$ cat src/hdl/cpu_pkg.sv
package cpu_pkg;

    // datapath and instruction word width
    localparam int word_w = 16;
    // address field of an instruction, 2048 words at most
    localparam int addr_w = 11;
    // immediate field of a control instruction
    localparam int imm_w = 12;

    typedef logic [word_w-1:0] word_t;
    typedef logic [addr_w-1:0] addr_t;

    // instruction format
    //   bit 15 set   -> alu instruction
    //     [14:11] alu_op_t, [10:0] operand address
    //   bit 15 clear -> control instruction
    //     [14:12] ctrl_op_t, [11:0] immediate or address
    //     addresses use only the low 11 bits of the field

    // arithmetic rules
    //   mul keeps the low 16 bits of the product
    //   division by zero gives all ones
    //   gt and eq give 1 or 0
    //   shifts and rotates move by one, operand ignored

    // alu opcodes, arithmetic and shifts first, then logic and compares
    typedef enum logic [3:0] {
        alu_add  = 4'h0,
        alu_sub  = 4'h1,
        alu_mul  = 4'h2,
        alu_div  = 4'h3,
        alu_shl  = 4'h4,
        alu_shr  = 4'h5,
        alu_rol  = 4'h6,
        alu_ror  = 4'h7,
        alu_and  = 4'h8,
        alu_or   = 4'h9,
        alu_xor  = 4'ha,
        alu_nor  = 4'hb,
        alu_nand = 4'hc,
        alu_xnor = 4'hd,
        alu_gt   = 4'he,
        alu_eq   = 4'hf
    } alu_op_t;

    // control opcodes, bit 15 clear
    typedef enum logic [2:0] {
        ctrl_load  = 3'd0,
        ctrl_store = 3'd1,
        ctrl_loadi = 3'd2,
        ctrl_jump  = 3'd3,
        ctrl_jz    = 3'd4,
        ctrl_out   = 3'd5,
        ctrl_halt  = 3'd6,
        ctrl_nop   = 3'd7
    } ctrl_op_t;

    // field extraction
    function automatic logic instr_is_alu(word_t instr);
        return instr[word_w-1];
    endfunction

    function automatic alu_op_t instr_alu_op(word_t instr);
        return alu_op_t'(instr[14:11]);
    endfunction

    function automatic ctrl_op_t instr_ctrl_op(word_t instr);
        return ctrl_op_t'(instr[14:12]);
    endfunction

    function automatic addr_t instr_addr(word_t instr);
        return instr[addr_w-1:0];
    endfunction

    // zero-extended immediate
    function automatic word_t instr_imm(word_t instr);
        return word_t'(instr[imm_w-1:0]);
    endfunction

endpackage

$ cat src/hdl/fetch_unit.sv
`timescale 1ns/1ps

module fetch_unit #(
    parameter int mem_words = 1024
) (
    input  logic           clk,
    input  logic           reset,
    input  logic           start,
    // from execute
    input  logic           exec_done,
    input  logic           branch_taken,
    input  cpu_pkg::addr_t branch_target,
    input  logic           halt_req,
    input  cpu_pkg::addr_t exec_addr,
    input  logic           exec_we,
    input  cpu_pkg::word_t exec_wdata,
    // memory read data
    input  cpu_pkg::word_t mem_rdata,
    output logic           halted,
    // to execute
    output logic           instr_valid,
    output cpu_pkg::word_t instr,
    // memory port
    output cpu_pkg::addr_t mem_addr,
    output logic           mem_we,
    output cpu_pkg::word_t mem_wdata
);
    import cpu_pkg::*;

    // pc wraps within the memory depth
    localparam addr_t pc_mask = addr_t'(mem_words - 1);

    typedef enum logic [1:0] {
        ph_halted,
        ph_issue,
        ph_capture,
        ph_execute
    } phase_t;

    phase_t phase;
    addr_t  pc;
    addr_t  pc_next;

    // next pc, only used on exec_done
    assign pc_next = branch_taken ? (branch_target & pc_mask) : ((pc + 1'b1) & pc_mask);

    always_ff @(posedge clk) begin
        if (reset) begin
            phase       <= ph_halted;
            pc          <= '0;
            instr_valid <= 1'b0;
        end else begin
            instr_valid <= 1'b0;
            unique case (phase)
                ph_halted: begin
                    // every run begins at address 0
                    if (start) begin
                        phase <= ph_issue;
                        pc    <= '0;
                    end
                end
                // pc on the bus, read in flight
                ph_issue: begin
                    phase <= ph_capture;
                end
                // read data lands in ir
                ph_capture: begin
                    phase       <= ph_execute;
                    instr_valid <= 1'b1;
                end
                ph_execute: begin
                    if (halt_req) begin
                        phase <= ph_halted;
                    end else if (exec_done) begin
                        pc    <= pc_next;
                        phase <= ph_issue;
                    end
                end
                default: phase <= ph_halted;
            endcase
        end
    end

    // instruction register
    always_ff @(posedge clk) begin
        if (phase == ph_capture) begin
            instr <= mem_rdata;
        end
    end

    // memory port owner follows the phase
    always_comb begin
        if (phase == ph_execute) begin
            mem_addr  = exec_addr;
            mem_we    = exec_we;
            mem_wdata = exec_wdata;
        end else begin
            mem_addr  = pc;
            mem_we    = 1'b0;
            mem_wdata = '0;
        end
    end

    assign halted = (phase == ph_halted);

endmodule

$ cat config.mk
export PLATFORM = sky130hd
export DESIGN_NAME = fetch_unit
export DESIGN_NICKNAME = d
export VERILOG_FILES = /design/src/hdl/cpu_pkg.sv /design/src/hdl/fetch_unit.sv
export SDC_FILE = /design/constraint.sdc
export NUM_CORES = 1
export LEC_CHECK = 0
export ABC_AREA = 1
export BUFFER_PORTS_ARGS = -buffer_cell sky130_fd_sc_hd__buf_2
export CORE_ASPECT_RATIO = 0.75
export CORE_MARGIN = 5
export CORE_UTILIZATION = 35
export DETAILED_ROUTE_END_ITERATION = 10
export PLACE_DENSITY = 0.67
export SLEW_MARGIN = 25
export SYNTH_ARGS = -nofsm -noshare
export SYNTH_HDL_FRONTEND = slang
export SYNTH_SLANG_ARGS = --single-unit
export TNS_END_PERCENT = 100
$ cat constraint.sdc
create_clock -name clk -period 2.2 [get_ports clk]
set_input_delay 0.44 -clock clk [delete_from_list [all_inputs] [get_ports clk]]
set_output_delay 0.44 -clock clk [all_outputs]
set_load 0.02 [all_outputs]
---- Word level (Yosys, flattened, before mapping) ----
Index checks and enable logic that the tools add are counted.
operators by class
  add/sub/neg operators ................... 1
  muxes and demuxes ....................... 13
  eq/ne operators ......................... 7
  reductions and logical operators ........ 4
operators by type and width
  kind                                           count
  2-to-1 mux 11 bit                              4
  one-hot mux 11 bit (2 select lines)            1
  2-to-1 mux 16 bit                              1
  adder 10 x 1 -> 10 bit, second input constant  1
  2-to-1 mux 10 bit                              1
  one-hot mux 2 bit (4 select lines)             1
  2-to-1 mux 2 bit                               3
  != test 2 bit, second input constant           3
  == test 2 bit, second input constant           2
  AND reduction 4 bit                            1
  != test 3 bit, second input constant           1
  == test 2 x 1 -> 1 bit, second input constant  1
  logical NOT 2 bit                              1
  2-to-1 mux 1 bit                               2
  AND reduction 2 bit                            1
  nonzero test 2 bit                             1
word-level totals
  bits in registers ....................... 30
  word-level logic and storage cells ...... 29
  output and inout port bits .............. 46

---- Depth between registers and ports, before layout ----
  depth in word-level cells ............... 5
  mapped depth ............................ 9
  depth with buffers taken out ............ 9

---- Least setup slack after synthesis ----
OpenSTA, ideal clock, no wires.
  path kind ............................... register to output
  from .................................... register phase[0]
  to ...................................... output port mem_addr[8]
  required time ........................... 1760 ps
  cell stages (with the launch flop) ...... 5
  buffers on the path ..................... 2
  arrival time ............................ 1369 ps
  path slack .............................. 391 ps
  cell sequence ........................... dfxtp_1 > ha_1 > buf_4 > buf_2 > o21ai_0
on the way
  cells in the longest elaborated chain, start to end .. 2
ends and longest elaborated chain
  element                 RTL line          source
  start, declared         fetch_unit.sv:40  phase_t phase;
  start signal, assigned  fetch_unit.sv:49  phase <= ph_halted;
  start signal, assigned  fetch_unit.sv:58  phase <= ph_issue;
  start signal, assigned  fetch_unit.sv:64  phase <= ph_capture;
  == test 2 bit           fetch_unit.sv:93  if (phase == ph_execute) begin
  2-to-1 mux 11 bit       fetch_unit.sv:93
  end, declared           fetch_unit.sv:24  output cpu_pkg::addr_t mem_addr,
Every way passes these cells.

---- Worst setup path in the final report ----
  from .................................... register phase[0]
  to ...................................... output port mem_addr[2]
The elaborated chain is that of the path after synthesis.

==> impl_metrics.csv <==
group,metric,value,unit
setup_path,cp_data_arrival_time,1.52,ns
yosys,synthFlopType,"edfxtp_1",
cts,cts_tree,"yes",
global_route,grt_pass1_vias,1545,
setup_path,crit_top_cell,"nand2_1",
global_route,grt_overflow,0,
sta,finalSetupViolCount,0,
place,gp_congestion,0.782,
routing,totalWireLength,4320,um
routing,ant_nets,0,
place,placed_area,0.00219,mm^2
setup_path,crit_path_end_kind,"output port",
yosys,yosysWarnings,0,
yosys,synthCells,224,
setup_path,crit_start,"phase[0]",
setup_path,crit_required,1.76,ns
sta,fin_skew,0.00576,ns
floorplanning,start_util,0.361,
cts,cts_setup_buffers,0,
yosys,yosys.area.top_type,"edfxtp_1",
outcome,status,"completed",
floorplanning,die_height,68.7,um
yosys,ys_async_sr_fraction,0,
cts,htree_num_levels,2,
cts,insertion_delay,0.29,ns
routing,wl_per_cell,11.1,um
setup_path,cp-start-kind,"flip-flop",
final_layout,final_area,0.00228,mm^2
floorplanning,die_x,88.3,um
cts,clk_path_buf_depth,2,
setup_path,critPathMaxFanout,39,
setup_path,reg2reg_depth,8,
job,cap_violations,0,
global_route,busiest_layer,"met2",
place,hpwl,3440,um
setup_path,crit_cells,6,
setup_path,reg2reg_from,"phase[0]",
setup_path,crit_type,"reg -> out",
cts,ctsResizeCount,0,
place,io_buffers,105,
cts,hold_buffers,0,
global_route,grt_first_pass_wirelength,6560,um
yosys,avgSynthCellArea,7.19,um^2
min_path,min_path_cells,1,
setup_path,path_cells,"ha_1 > buf_4 > inv_2 > nand2_1 > nand2_1 > buf_2",
sta,finalHoldViolations,0,
global_route,met1_usage,0.183,
global_route,use_met3,0.0333,
floorplanning,rows,21,
yosys,synth_area_leaders,"edfxtp_1 30%, nand2_1 19%, dfxtp_1 16%",
yosys,mappedNetlistArea,0.00161,mm^2
sta,finalCritPeriodShare,0.891,
sta,holdWs,0.329,ns
power,ir_drop,0.499,mV
power,p_leak,1.24,nW
floorplanning,ios,107,
setup_path,cpLargestDelayFamily,"buffers and inverters",
global_route,antenna_found_initial,0,
sta,layout_min_cycle_time,1.96,ns
power,powerDensity,824,mW/mm^2
global_route,grt_max_degree,40,
yosys,synth_edf_count,16,
routing,drtIter0Drc,92,
setup_path,crit_path_top_delay_cell,"dfxtp_1",
sta,worstMarginPinSlew,0.424,ns
yosys,synth_top_area_share,0.298,
routing,avgViaCountPerCell,4.28,
sta,clock.fmax,510,MHz
final_layout,area_delta_synth_final,41.4,%
yosys,synth_seq_cells,29,
cts,clkTransAtPathRegs,0.06,ns
yosys,synth_cell_types,21,
floorplanning,die-area,0.00607,mm^2
yosys,ys_seq_area_frac,0.460,
sta,rsz0062_at_grt,"no",
global_route,grt_use_total,0.140,
final_layout,antennaDiodeCount,0,
final_layout,nets,396,
global_route,use_met2,0.215,
routing,drc,0,
routing,dr.pass1.iters,4,
cts,cts_buffers,5,
sta,relSlewSlack,0.717,
min_path,min_from,"mem_rdata[10]",
place,dp_cells,381,
min_path,hp-class,"in -> reg",
setup_path,slowest_delay,0.37,ns
sta,final_max_slew_viol_count,0,
cts,cts-root-buf,"clkbuf_8",
yosys,synth_nets,289,
sta,finalSetupTns,0,ns
routing,vias,1664,
final_layout,drive_gt1_frac,0.370,
floorplanning,core-area,0.00447,mm^2
setup_path,crit_buf_inv,3,
final_layout,layoutNonFillerInstCount,389,
cts,clock_sinks,29,
## power by group
group / internal (W) / switching [W]
clock: 0.000247 / 0.000200
sequential: 0.000685 / 0.0000365
combinational: 0.000226 / 0.000482
## cells in the final DEF, fill, tap and decap left out, drive strengths merged
cell / count
buf: 107
or2: 1
a21oi: 13
clkbuf: 6
inv: 38
o21ai: 17
nor2: 18
nand4: 2
dfxtp: 13
ha: 4
xnor2: 1
edfxtp: 16
nand3: 13
clkinv: 2
nand2: 81
## flip-flops by register name, summed over array words and instances (netlist names)
register     flops
instr           16
pc              10
phase            2
instr_valid      1
## metrics by stage
stage / power [W] / utilization / setup slack (ns)
final: 0.00188 / 0.510 / 0.239
after global routing: 0.00200 / 0.510 / 0.0955
after CTS: 0.00190 / 0.510 / 0.206
after detailed placement: 0.00145 / 0.489 / 0.469
after global placement: 0.00144 / 0.489 / 0.501
after floorplan: 0.00121 / - / 0.391
## synth_stat cells (2+ instances only)
library cell	n
edfxtp_1	16
a21oi_1	13
dfxtp_1	13
inv_1	36
o21ai_0	16
ha_1	4
nand3_1	11
nor2_1	16
nand4_1	2
nand2_1	80
nand3_2	2
inv_2	2
buf_2	5
## metal layers
metal | share of wire | vias up
met3 | 0.064 | 10
met2 | 0.46 | 47
met1 | 0.45 | 699
met5 | 0 | -
met4 | 0.024 | 0
li1 | - | 908
## path summary, 6_finish.rpt
kind	endpoint	slack, ns
setup / recovery	mem_addr[2]	0.24
hold reg to reg	pc[9]	0.48
hold / removal	instr[10]	0.33
setup reg to reg	pc[9]	0.48
## cell type report
type / count / area (um^2)
Inverter: 38 / 143
Multi-Input combinational cell: 150 / 691
Clock buffer: 6 / 82.6
Sequential cell: 29 / 741
Timing Repair Buffer: 107 / 541
Clock inverter: 2 / 8.76
Tap cell: 57 / 71.3
Fill cell: 472 / 2190
## cells by family after synthesis
family	Yosys count	synth area share
AND/OR/NAND/NOR	115	0.297
buffers and inverters	45	0.111
AO/OA/AOI/OAI	30	0.0956
flip-flops	29	0.460
adder cells (fa/ha/maj)	4	0.0311
XOR/XNOR	1	0.00544
(Power assumes the default switching activity.)
