## src/hdl/cpu_pkg.sv

```systemverilog
package cpu_pkg;

    // datapath and instruction word width
    localparam int word_w = 16;
    // address field of an instruction, 2048 words at most
    localparam int addr_w = 11;
    // immediate field of a control instruction
    localparam int imm_w = 12;

    typedef logic [word_w-1:0] word_t;
    typedef logic [addr_w-1:0] addr_t;

    // instruction format
    //   bit 15 set   -> alu instruction
    //     [14:11] alu_op_t, [10:0] operand address
    //   bit 15 clear -> control instruction
    //     [14:12] ctrl_op_t, [11:0] immediate or address
    //     addresses use only the low 11 bits of the field

    // arithmetic rules
    //   mul keeps the low 16 bits of the product
    //   division by zero gives all ones
    //   gt and eq give 1 or 0
    //   shifts and rotates move by one, operand ignored

    // alu opcodes, arithmetic and shifts first, then logic and compares
    typedef enum logic [3:0] {
        alu_add  = 4'h0,
        alu_sub  = 4'h1,
        alu_mul  = 4'h2,
        alu_div  = 4'h3,
        alu_shl  = 4'h4,
        alu_shr  = 4'h5,
        alu_rol  = 4'h6,
        alu_ror  = 4'h7,
        alu_and  = 4'h8,
        alu_or   = 4'h9,
        alu_xor  = 4'ha,
        alu_nor  = 4'hb,
        alu_nand = 4'hc,
        alu_xnor = 4'hd,
        alu_gt   = 4'he,
        alu_eq   = 4'hf
    } alu_op_t;

    // control opcodes, bit 15 clear
    typedef enum logic [2:0] {
        ctrl_load  = 3'd0,
        ctrl_store = 3'd1,
        ctrl_loadi = 3'd2,
        ctrl_jump  = 3'd3,
        ctrl_jz    = 3'd4,
        ctrl_out   = 3'd5,
        ctrl_halt  = 3'd6,
        ctrl_nop   = 3'd7
    } ctrl_op_t;

    // field extraction
    function automatic logic instr_is_alu(word_t instr);
        return instr[word_w-1];
    endfunction

    function automatic alu_op_t instr_alu_op(word_t instr);
        return alu_op_t'(instr[14:11]);
    endfunction

    function automatic ctrl_op_t instr_ctrl_op(word_t instr);
        return ctrl_op_t'(instr[14:12]);
    endfunction

    function automatic addr_t instr_addr(word_t instr);
        return instr[addr_w-1:0];
    endfunction

    // zero-extended immediate
    function automatic word_t instr_imm(word_t instr);
        return word_t'(instr[imm_w-1:0]);
    endfunction

endpackage

```

## src/hdl/execute_unit.sv

```systemverilog
`timescale 1ns/1ps

module execute_unit (
    input  logic             clk,
    input  logic             reset,
    // from fetch
    input  logic             instr_valid,
    input  cpu_pkg::word_t   instr,
    // operand and alu result
    input  cpu_pkg::word_t   mem_rdata,
    input  cpu_pkg::word_t   alu_result,
    output cpu_pkg::alu_op_t alu_op,
    output cpu_pkg::word_t   acc,
    // memory request, forwarded by fetch
    output cpu_pkg::addr_t   exec_addr,
    output logic             exec_we,
    output cpu_pkg::word_t   exec_wdata,
    // end of instruction
    output logic             exec_done,
    output logic             branch_taken,
    output cpu_pkg::addr_t   branch_target,
    output logic             halt_req,
    // output strobe
    output logic             out_valid,
    output cpu_pkg::word_t   out_data
);
    import cpu_pkg::*;

    // st_exec is the cycle after instr_valid
    // st_operand is the cycle read data is valid
    typedef enum logic [1:0] {
        st_idle,
        st_exec,
        st_operand
    } step_t;

    step_t    step;

    logic     is_alu;
    ctrl_op_t ctrl_op;
    logic     is_load;
    logic     is_store;
    logic     is_loadi;
    logic     is_jump;
    logic     is_jz;
    logic     is_out;
    logic     is_halt;
    logic     needs_operand;
    logic     acc_zero;

    // decode, ir stays put for the whole execute phase
    assign is_alu   = instr_is_alu(instr);
    assign ctrl_op  = instr_ctrl_op(instr);
    assign is_load  = !is_alu && (ctrl_op == ctrl_load);
    assign is_store = !is_alu && (ctrl_op == ctrl_store);
    assign is_loadi = !is_alu && (ctrl_op == ctrl_loadi);
    assign is_jump  = !is_alu && (ctrl_op == ctrl_jump);
    assign is_jz    = !is_alu && (ctrl_op == ctrl_jz);
    assign is_out   = !is_alu && (ctrl_op == ctrl_out);
    assign is_halt  = !is_alu && (ctrl_op == ctrl_halt);

    // load and alu ops wait one cycle for the operand
    assign needs_operand = is_alu || is_load;
    assign acc_zero      = (acc == '0);

    assign alu_op = instr_alu_op(instr);

    always_ff @(posedge clk) begin
        if (reset) begin
            step <= st_idle;
            acc  <= '0;
        end else begin
            unique case (step)
                st_idle: begin
                    if (instr_valid) begin
                        step <= st_exec;
                    end
                end
                st_exec: begin
                    if (needs_operand) begin
                        step <= st_operand;
                    end else begin
                        step <= st_idle;
                    end
                    if (is_loadi) begin
                        acc <= instr_imm(instr);
                    end
                end
                st_operand: begin
                    step <= st_idle;
                    // load takes the raw word
                    if (is_alu) begin
                        acc <= alu_result;
                    end else begin
                        acc <= mem_rdata;
                    end
                end
                default: step <= st_idle;
            endcase
        end
    end

    // address held from the start of execute, so the read is early
    assign exec_addr  = instr_addr(instr);
    assign exec_wdata = acc;
    assign exec_we    = (step == st_exec) && is_store;

    // halt ends the instruction through halt_req instead
    assign exec_done = ((step == st_exec) && !needs_operand && !is_halt)
                    || (step == st_operand);
    assign halt_req  = (step == st_exec) && is_halt;

    // branch info qualified by exec_done at fetch
    assign branch_taken  = is_jump || (is_jz && acc_zero);
    assign branch_target = instr_addr(instr);

    assign out_valid = (step == st_exec) && is_out;
    assign out_data  = acc;

endmodule

```

## config.mk

```make
export PLATFORM = sky130hd
export DESIGN_NAME = execute_unit
export DESIGN_NICKNAME = d
export VERILOG_FILES = /design/src/hdl/cpu_pkg.sv /design/src/hdl/execute_unit.sv
export SDC_FILE = /design/constraint.sdc
export NUM_CORES = 1
export LEC_CHECK = 0
export BUFFER_PORTS_ARGS = -buffer_cell sky130_fd_sc_hd__buf_2
export CAP_MARGIN = 10
export CORE_MARGIN = 3
export CORE_UTILIZATION = 35
export DETAILED_ROUTE_END_ITERATION = 10
export PLACE_DENSITY = 0.8
export SETUP_SLACK_MARGIN = 0.3
export SLEW_MARGIN = 40
export SYNTH_ARGS = -nofsm -noshare
export SYNTH_HDL_FRONTEND = slang
export SYNTH_SLANG_ARGS = --single-unit
```

## constraint.sdc

```tcl
create_clock -name clk -period 1.5 [get_ports clk]
set_input_delay 0.225 -clock clk [delete_from_list [all_inputs] [get_ports clk]]
set_output_delay 0.225 -clock clk [all_outputs]
set_load 0.1 [all_outputs]
```

# [After elaboration in Yosys (flattened, before gate mapping)]
# Cells that the tools add are included.
[word_totals] regBits=18 inputBits=51 elab_cells=42
[op_classes] n_eq_ne=10 mux=6 reduce_logical=24
[op_table] op="16-bit two-way mux" n=2
[op_table] op="16-bit case mux with 2 select lines" n=1
[op_table] op="16-bit zero test" n=1
[op_table] op="1-bit logical AND" n=13
[op_table] op="3-bit equality test (second input constant)" n=3
[op_table] op="3-bit by 2-bit equality test with 1-bit output (second input constant)" n=2
[op_table] op="2-bit two-way mux" n=2
[op_table] op="2-bit != test (second input constant)" n=2
[op_table] op="2-bit case mux with 2 select lines" n=1
[op_table] op="3-bit by 1-bit equality test with 1-bit output (second input constant)" n=1
[op_table] op="1-bit zero test" n=3
[op_table] op="3-bit zero test" n=1
[op_table] op="1-bit logical OR" n=3
[op_table] op="2-bit by 1-bit equality test with 1-bit output (second input constant)" n=1
[op_table] op="2-bit equality test (second input constant)" n=1
[op_table] op="2-bit zero test" n=1
[op_table] op="2-bit AND reduction" n=1
[op_table] op="2-bit nonzero test" n=1

# [Longest topological paths before layout]
[depth] ltp_word=7 depth_mapped=5

# [Worst setup path before layout]
# No wires, ideal clock.
[synth_path] path_type="reg-to-output" start="register acc[8]" end="output branch_taken" t_arrival_ps=3791 t_required_ps=1275 setup_slack_ps=-2516 stages_incl_launch_ff=4 cell_sequence="dfxtp_1 -> or4_1 -> or4_1 -> o21ai_0"
[synth_via] elab_chain_len=3
[synth_rtl] item="from (decl)" line="execute_unit.sv:13" text="output cpu_pkg::word_t acc,"
[synth_rtl] item="from (signal assigned)" line="execute_unit.sv:86" text="acc <= instr_imm(instr);"
[synth_rtl] item="from (signal assigned)" line="execute_unit.sv:93" text="acc <= alu_result;"
[synth_rtl] item="from (signal assigned)" line="execute_unit.sv:95" text="acc <= mem_rdata;"
[synth_rtl] item="16-bit zero test" line="execute_unit.sv:64" text="assign acc_zero = (acc == '0);"
[synth_rtl] item="1-bit logical AND" line="execute_unit.sv:114" text="assign branch_taken = is_jump || (is_jz && acc_zero);"
[synth_rtl] item="1-bit logical OR" line="execute_unit.sv:114"
[synth_rtl] item="to (decl)" line="execute_unit.sv:20" text="output logic branch_taken,"
# No other way between the ends.

# [Worst setup path in the final report]
# Same ends and word-level chain as after synthesis.

==> flow_summary_export.csv <==
group,metric,value,unit
grt,grtUsageMet2,37.4,%
flow_run,drv_cap,0,
outcome,status,"finished with violations",
power,peakVddDrop,0.341,mV
layout,area_growth,95.1,%
layout,final_common_cell,"buf_2",
detailed_routing,firstDrtPassIters,4,
power,switching_share,49.3,%
worst_setup_path,endpoint_kind,"output pin",
detailed_routing,ant_nets,0,
grt,grt_max_degree,31,
synth,syn_nets,241,
timing,finalMaxSlewViolations,0,
placement,dpl_cell_area,0.00215,mm2
synth,netlist_area,0.00155,mm2
detailed_routing,drc_errors,0,
grt,grt-busiest-layer,"met2",
worst_setup_path,crit_arrival,1.91,ns
clocking,clockBufferDepth,2,
layout,nFillCells,264,
timing,setup_ws,-0.639,ns
layout,multi_input_area,0.00105,mm2
clocking,clkTransAtPathRegs,0.07,ns
synth,synth-seq-cells,18,
layout,layout-drive-gt1-share,77.9,%
clocking,htreeDepth,1,
floorplanning,coreArea,0.00414,mm2
placement,port_buffers,129,
floorplanning,initial_core_util,37.3,%
grt,gr-usage-met1,25.3,%
layout,final_cell_mix,"buf_2 (76), buf_4 (38), buf_12 (23), dfxtp_4 (16), nor2b_1 (13)",
timing,period_share,143,%
layout,antenna_cells,0,
grt,use_met3,2.63,%
hold_path,hold_path.class,"in2reg",
layout,final_area,0.00302,mm2
layout,post-route-util,72.9,%
power,p_leak,1.27,nW
layout,stdcell_count,331,
power,p_seq_share,25.3,%
timing,fmax,467,MHz
grt,antenna_found_initial,0,
floorplanning,die_w,72.5,um
placement,place.gp.congestion,0.790,
clocking,ctsRootBufferMaster,"clkbuf_8",
worst_setup_path,start_kind,"flip-flop",
synth,synth_cell_types,24,
worst_setup_path,reg2reg_depth,5,
clocking,tritoncts,"done",
synth,ys_warn_count,0,
clocking,clock-sinks,18,
clocking,numCtsBuffers,3,
detailed_routing,routed_wl,6230,um
floorplanning,io_pins,130,
power,pwr-share-comb,53.5,%
timing,setup_viol,21,
synth,syn_inst,190,
grt,overflow,0,
timing,worstMarginPinSlew,0.507,ns
outcome,violations,"setup timing",
worst_setup_path,critPathRequiredTime,1.27,ns
placement,dp_cells,322,
timing,skew,0.000274,ns
floorplanning,fp.dieH,72.5,um
layout,seq_area,423,um2
timing,hold_viol_final,0,
floorplanning,dieArea,0.00526,mm2
synth,avgSynthCellArea,8.15,um2
timing,relSlewSlack,66.5,%
grt,grt_first_pass_wirelength,8580,um
detailed_routing,wl_per_cell,18.8,um
detailed_routing,num_vias,1787,
worst_setup_path,worstPathMaxFanout,2,
timing,rsz0062_at_grt,"true",
grt,grt_pass1_vias,1712,
power,finalPower,1.92,mW
clocking,worstSkewPairLatency,0.26,ns
power,internal-power,0.973,mW
detailed_routing,drt_iter0_drc,59,
worst_setup_path,crit_type,"reg2out",
hold_path,holdPathStages,2,
grt,grtUsageTotal,20.7,%
power,clockPowerShare,21.2,%
timing,period_minus_slack,2.14,ns
floorplanning,core.rowCount,23,
detailed_routing,via_per_inst,5.40,
layout,final_nets,333,
synth,yosysSeqAreaShare,23.3,%
placement,place_ws,-0.364,ns
power,power_density,635,mW/mm2
placement,dp_hpwl,3790,um
power,p_sw,0.945,mW
-- repair_timing --
item	4_1_cts	5_1_grt
resized for setup	120	55
pin swaps	16	6
hold buffers	0	0
setup endpoints to repair	69	44
cloned	2	0
buffers inserted	2	1
-- worst paths after layout --
| check | to | slack (ns) | from |
|---|---|---|---|
| max | branch_taken | -0.64 | acc[8] |
| max reg2reg | acc[1] | -0.19 | step[1] |
| min reg2reg | acc[14] | 0.54 | acc[14] |
| min | step[0] | 0.24 | instr_valid |
-- Yosys cell counts (all sizes together) --
cell type / instances / share of area (%)
buf: 62 / 30
dfxtp: 18 / 23
nor2b: 13 / 5.3
o21ai: 13 / 4.2
o31ai: 13 / 6.3
a211oi: 12 / 5.8
o2111ai: 12 / 6.8
clkbuf: 10 / 2.4
nor3: 8 / 2.6
nand2b: 5 / 2.0
a31o: 4 / 2.3
mux2i: 4 / 2.6
nor2: 4 / 0.97
nor4: 3 / 1.2
nand3: 2 / 0.65
or4: 2 / 0.97
clkinv: 1 / 0.24
nor4b: 1 / 0.57
o21a: 1 / 0.97
or4b: 1 / 0.65
xor2: 1 / 0.57
-- metrics by stage --
| stage | hold WS (ns) | TNS, ns |
|---|---|---|
| after global routing | 0.240 | -4.59 |
| after floorplan | 0.388 | -2.29 |
| after global placement | 0.492 | -1.73 |
| final | 0.236 | -3.76 |
| after CTS | 0.231 | -2.25 |
| after detailed placement | 0.498 | -1.89 |
-- worst max-delay path: stages (launching register included) --
cell	delay, ns
dfxtp_4	0.35
or4_4	0.53
or4_4	0.44
o21ai_4	0.16
buf_12	0.19
-- final cells by class --
| type | instances | share of cell area [%] |
|---|---|---|
| inverters | 1 | 0.124 |
| multi-input cells | 100 | 34.8 |
| repair buffers | 158 | 47.1 |
| well taps | 50 | 2.07 |
| clock buffers | 4 | 1.82 |
| flip-flops and latches | 18 | 14.0 |
-- cells by family after synthesis --
| kind of cell | Yosys count | synth area share [%] |
|---|---|---|
| muxes | 4 | 2.59 |
| DFF | 18 | 23.3 |
| xor gates and xnor gates | 1 | 0.566 |
| buffers and inverters | 73 | 32.3 |
| and+or+nand+nor | 39 | 14.9 |
| AOI/OAI and AO/OA | 55 | 26.4 |
-- power by group through the flow --
stage | Combinational, mW | Sequential (mW) | Clock [mW]
after floorplan | 0.666 | 0.572 | 0
after global placement | 0.869 | 0.491 | 0
after detailed placement | 0.875 | 0.492 | 0
after CTS | 0.964 | 0.482 | 0.395
after global routing | 1.06 | 0.486 | 0.417
final | 1.03 | 0.485 | 0.406
-- routing by layer --
| layer | vias to the layer above | share of wire (%) | routed length (um) |
|---|---|---|---|
| li1 | 826 | - | - |
| met1 | 857 | 37 | 2320 |
| met2 | 90 | 54 | 3370 |
| met3 | 14 | 6.2 | 387 |
| met4 | 0 | 2.3 | 144 |
| met5 | - | 0 | 0 |
-- flip-flops by register name, summed over array words and instances (netlist names) --
name  flops
step      2
acc      16
No activity file was read; power rests on OpenSTA's default activity.
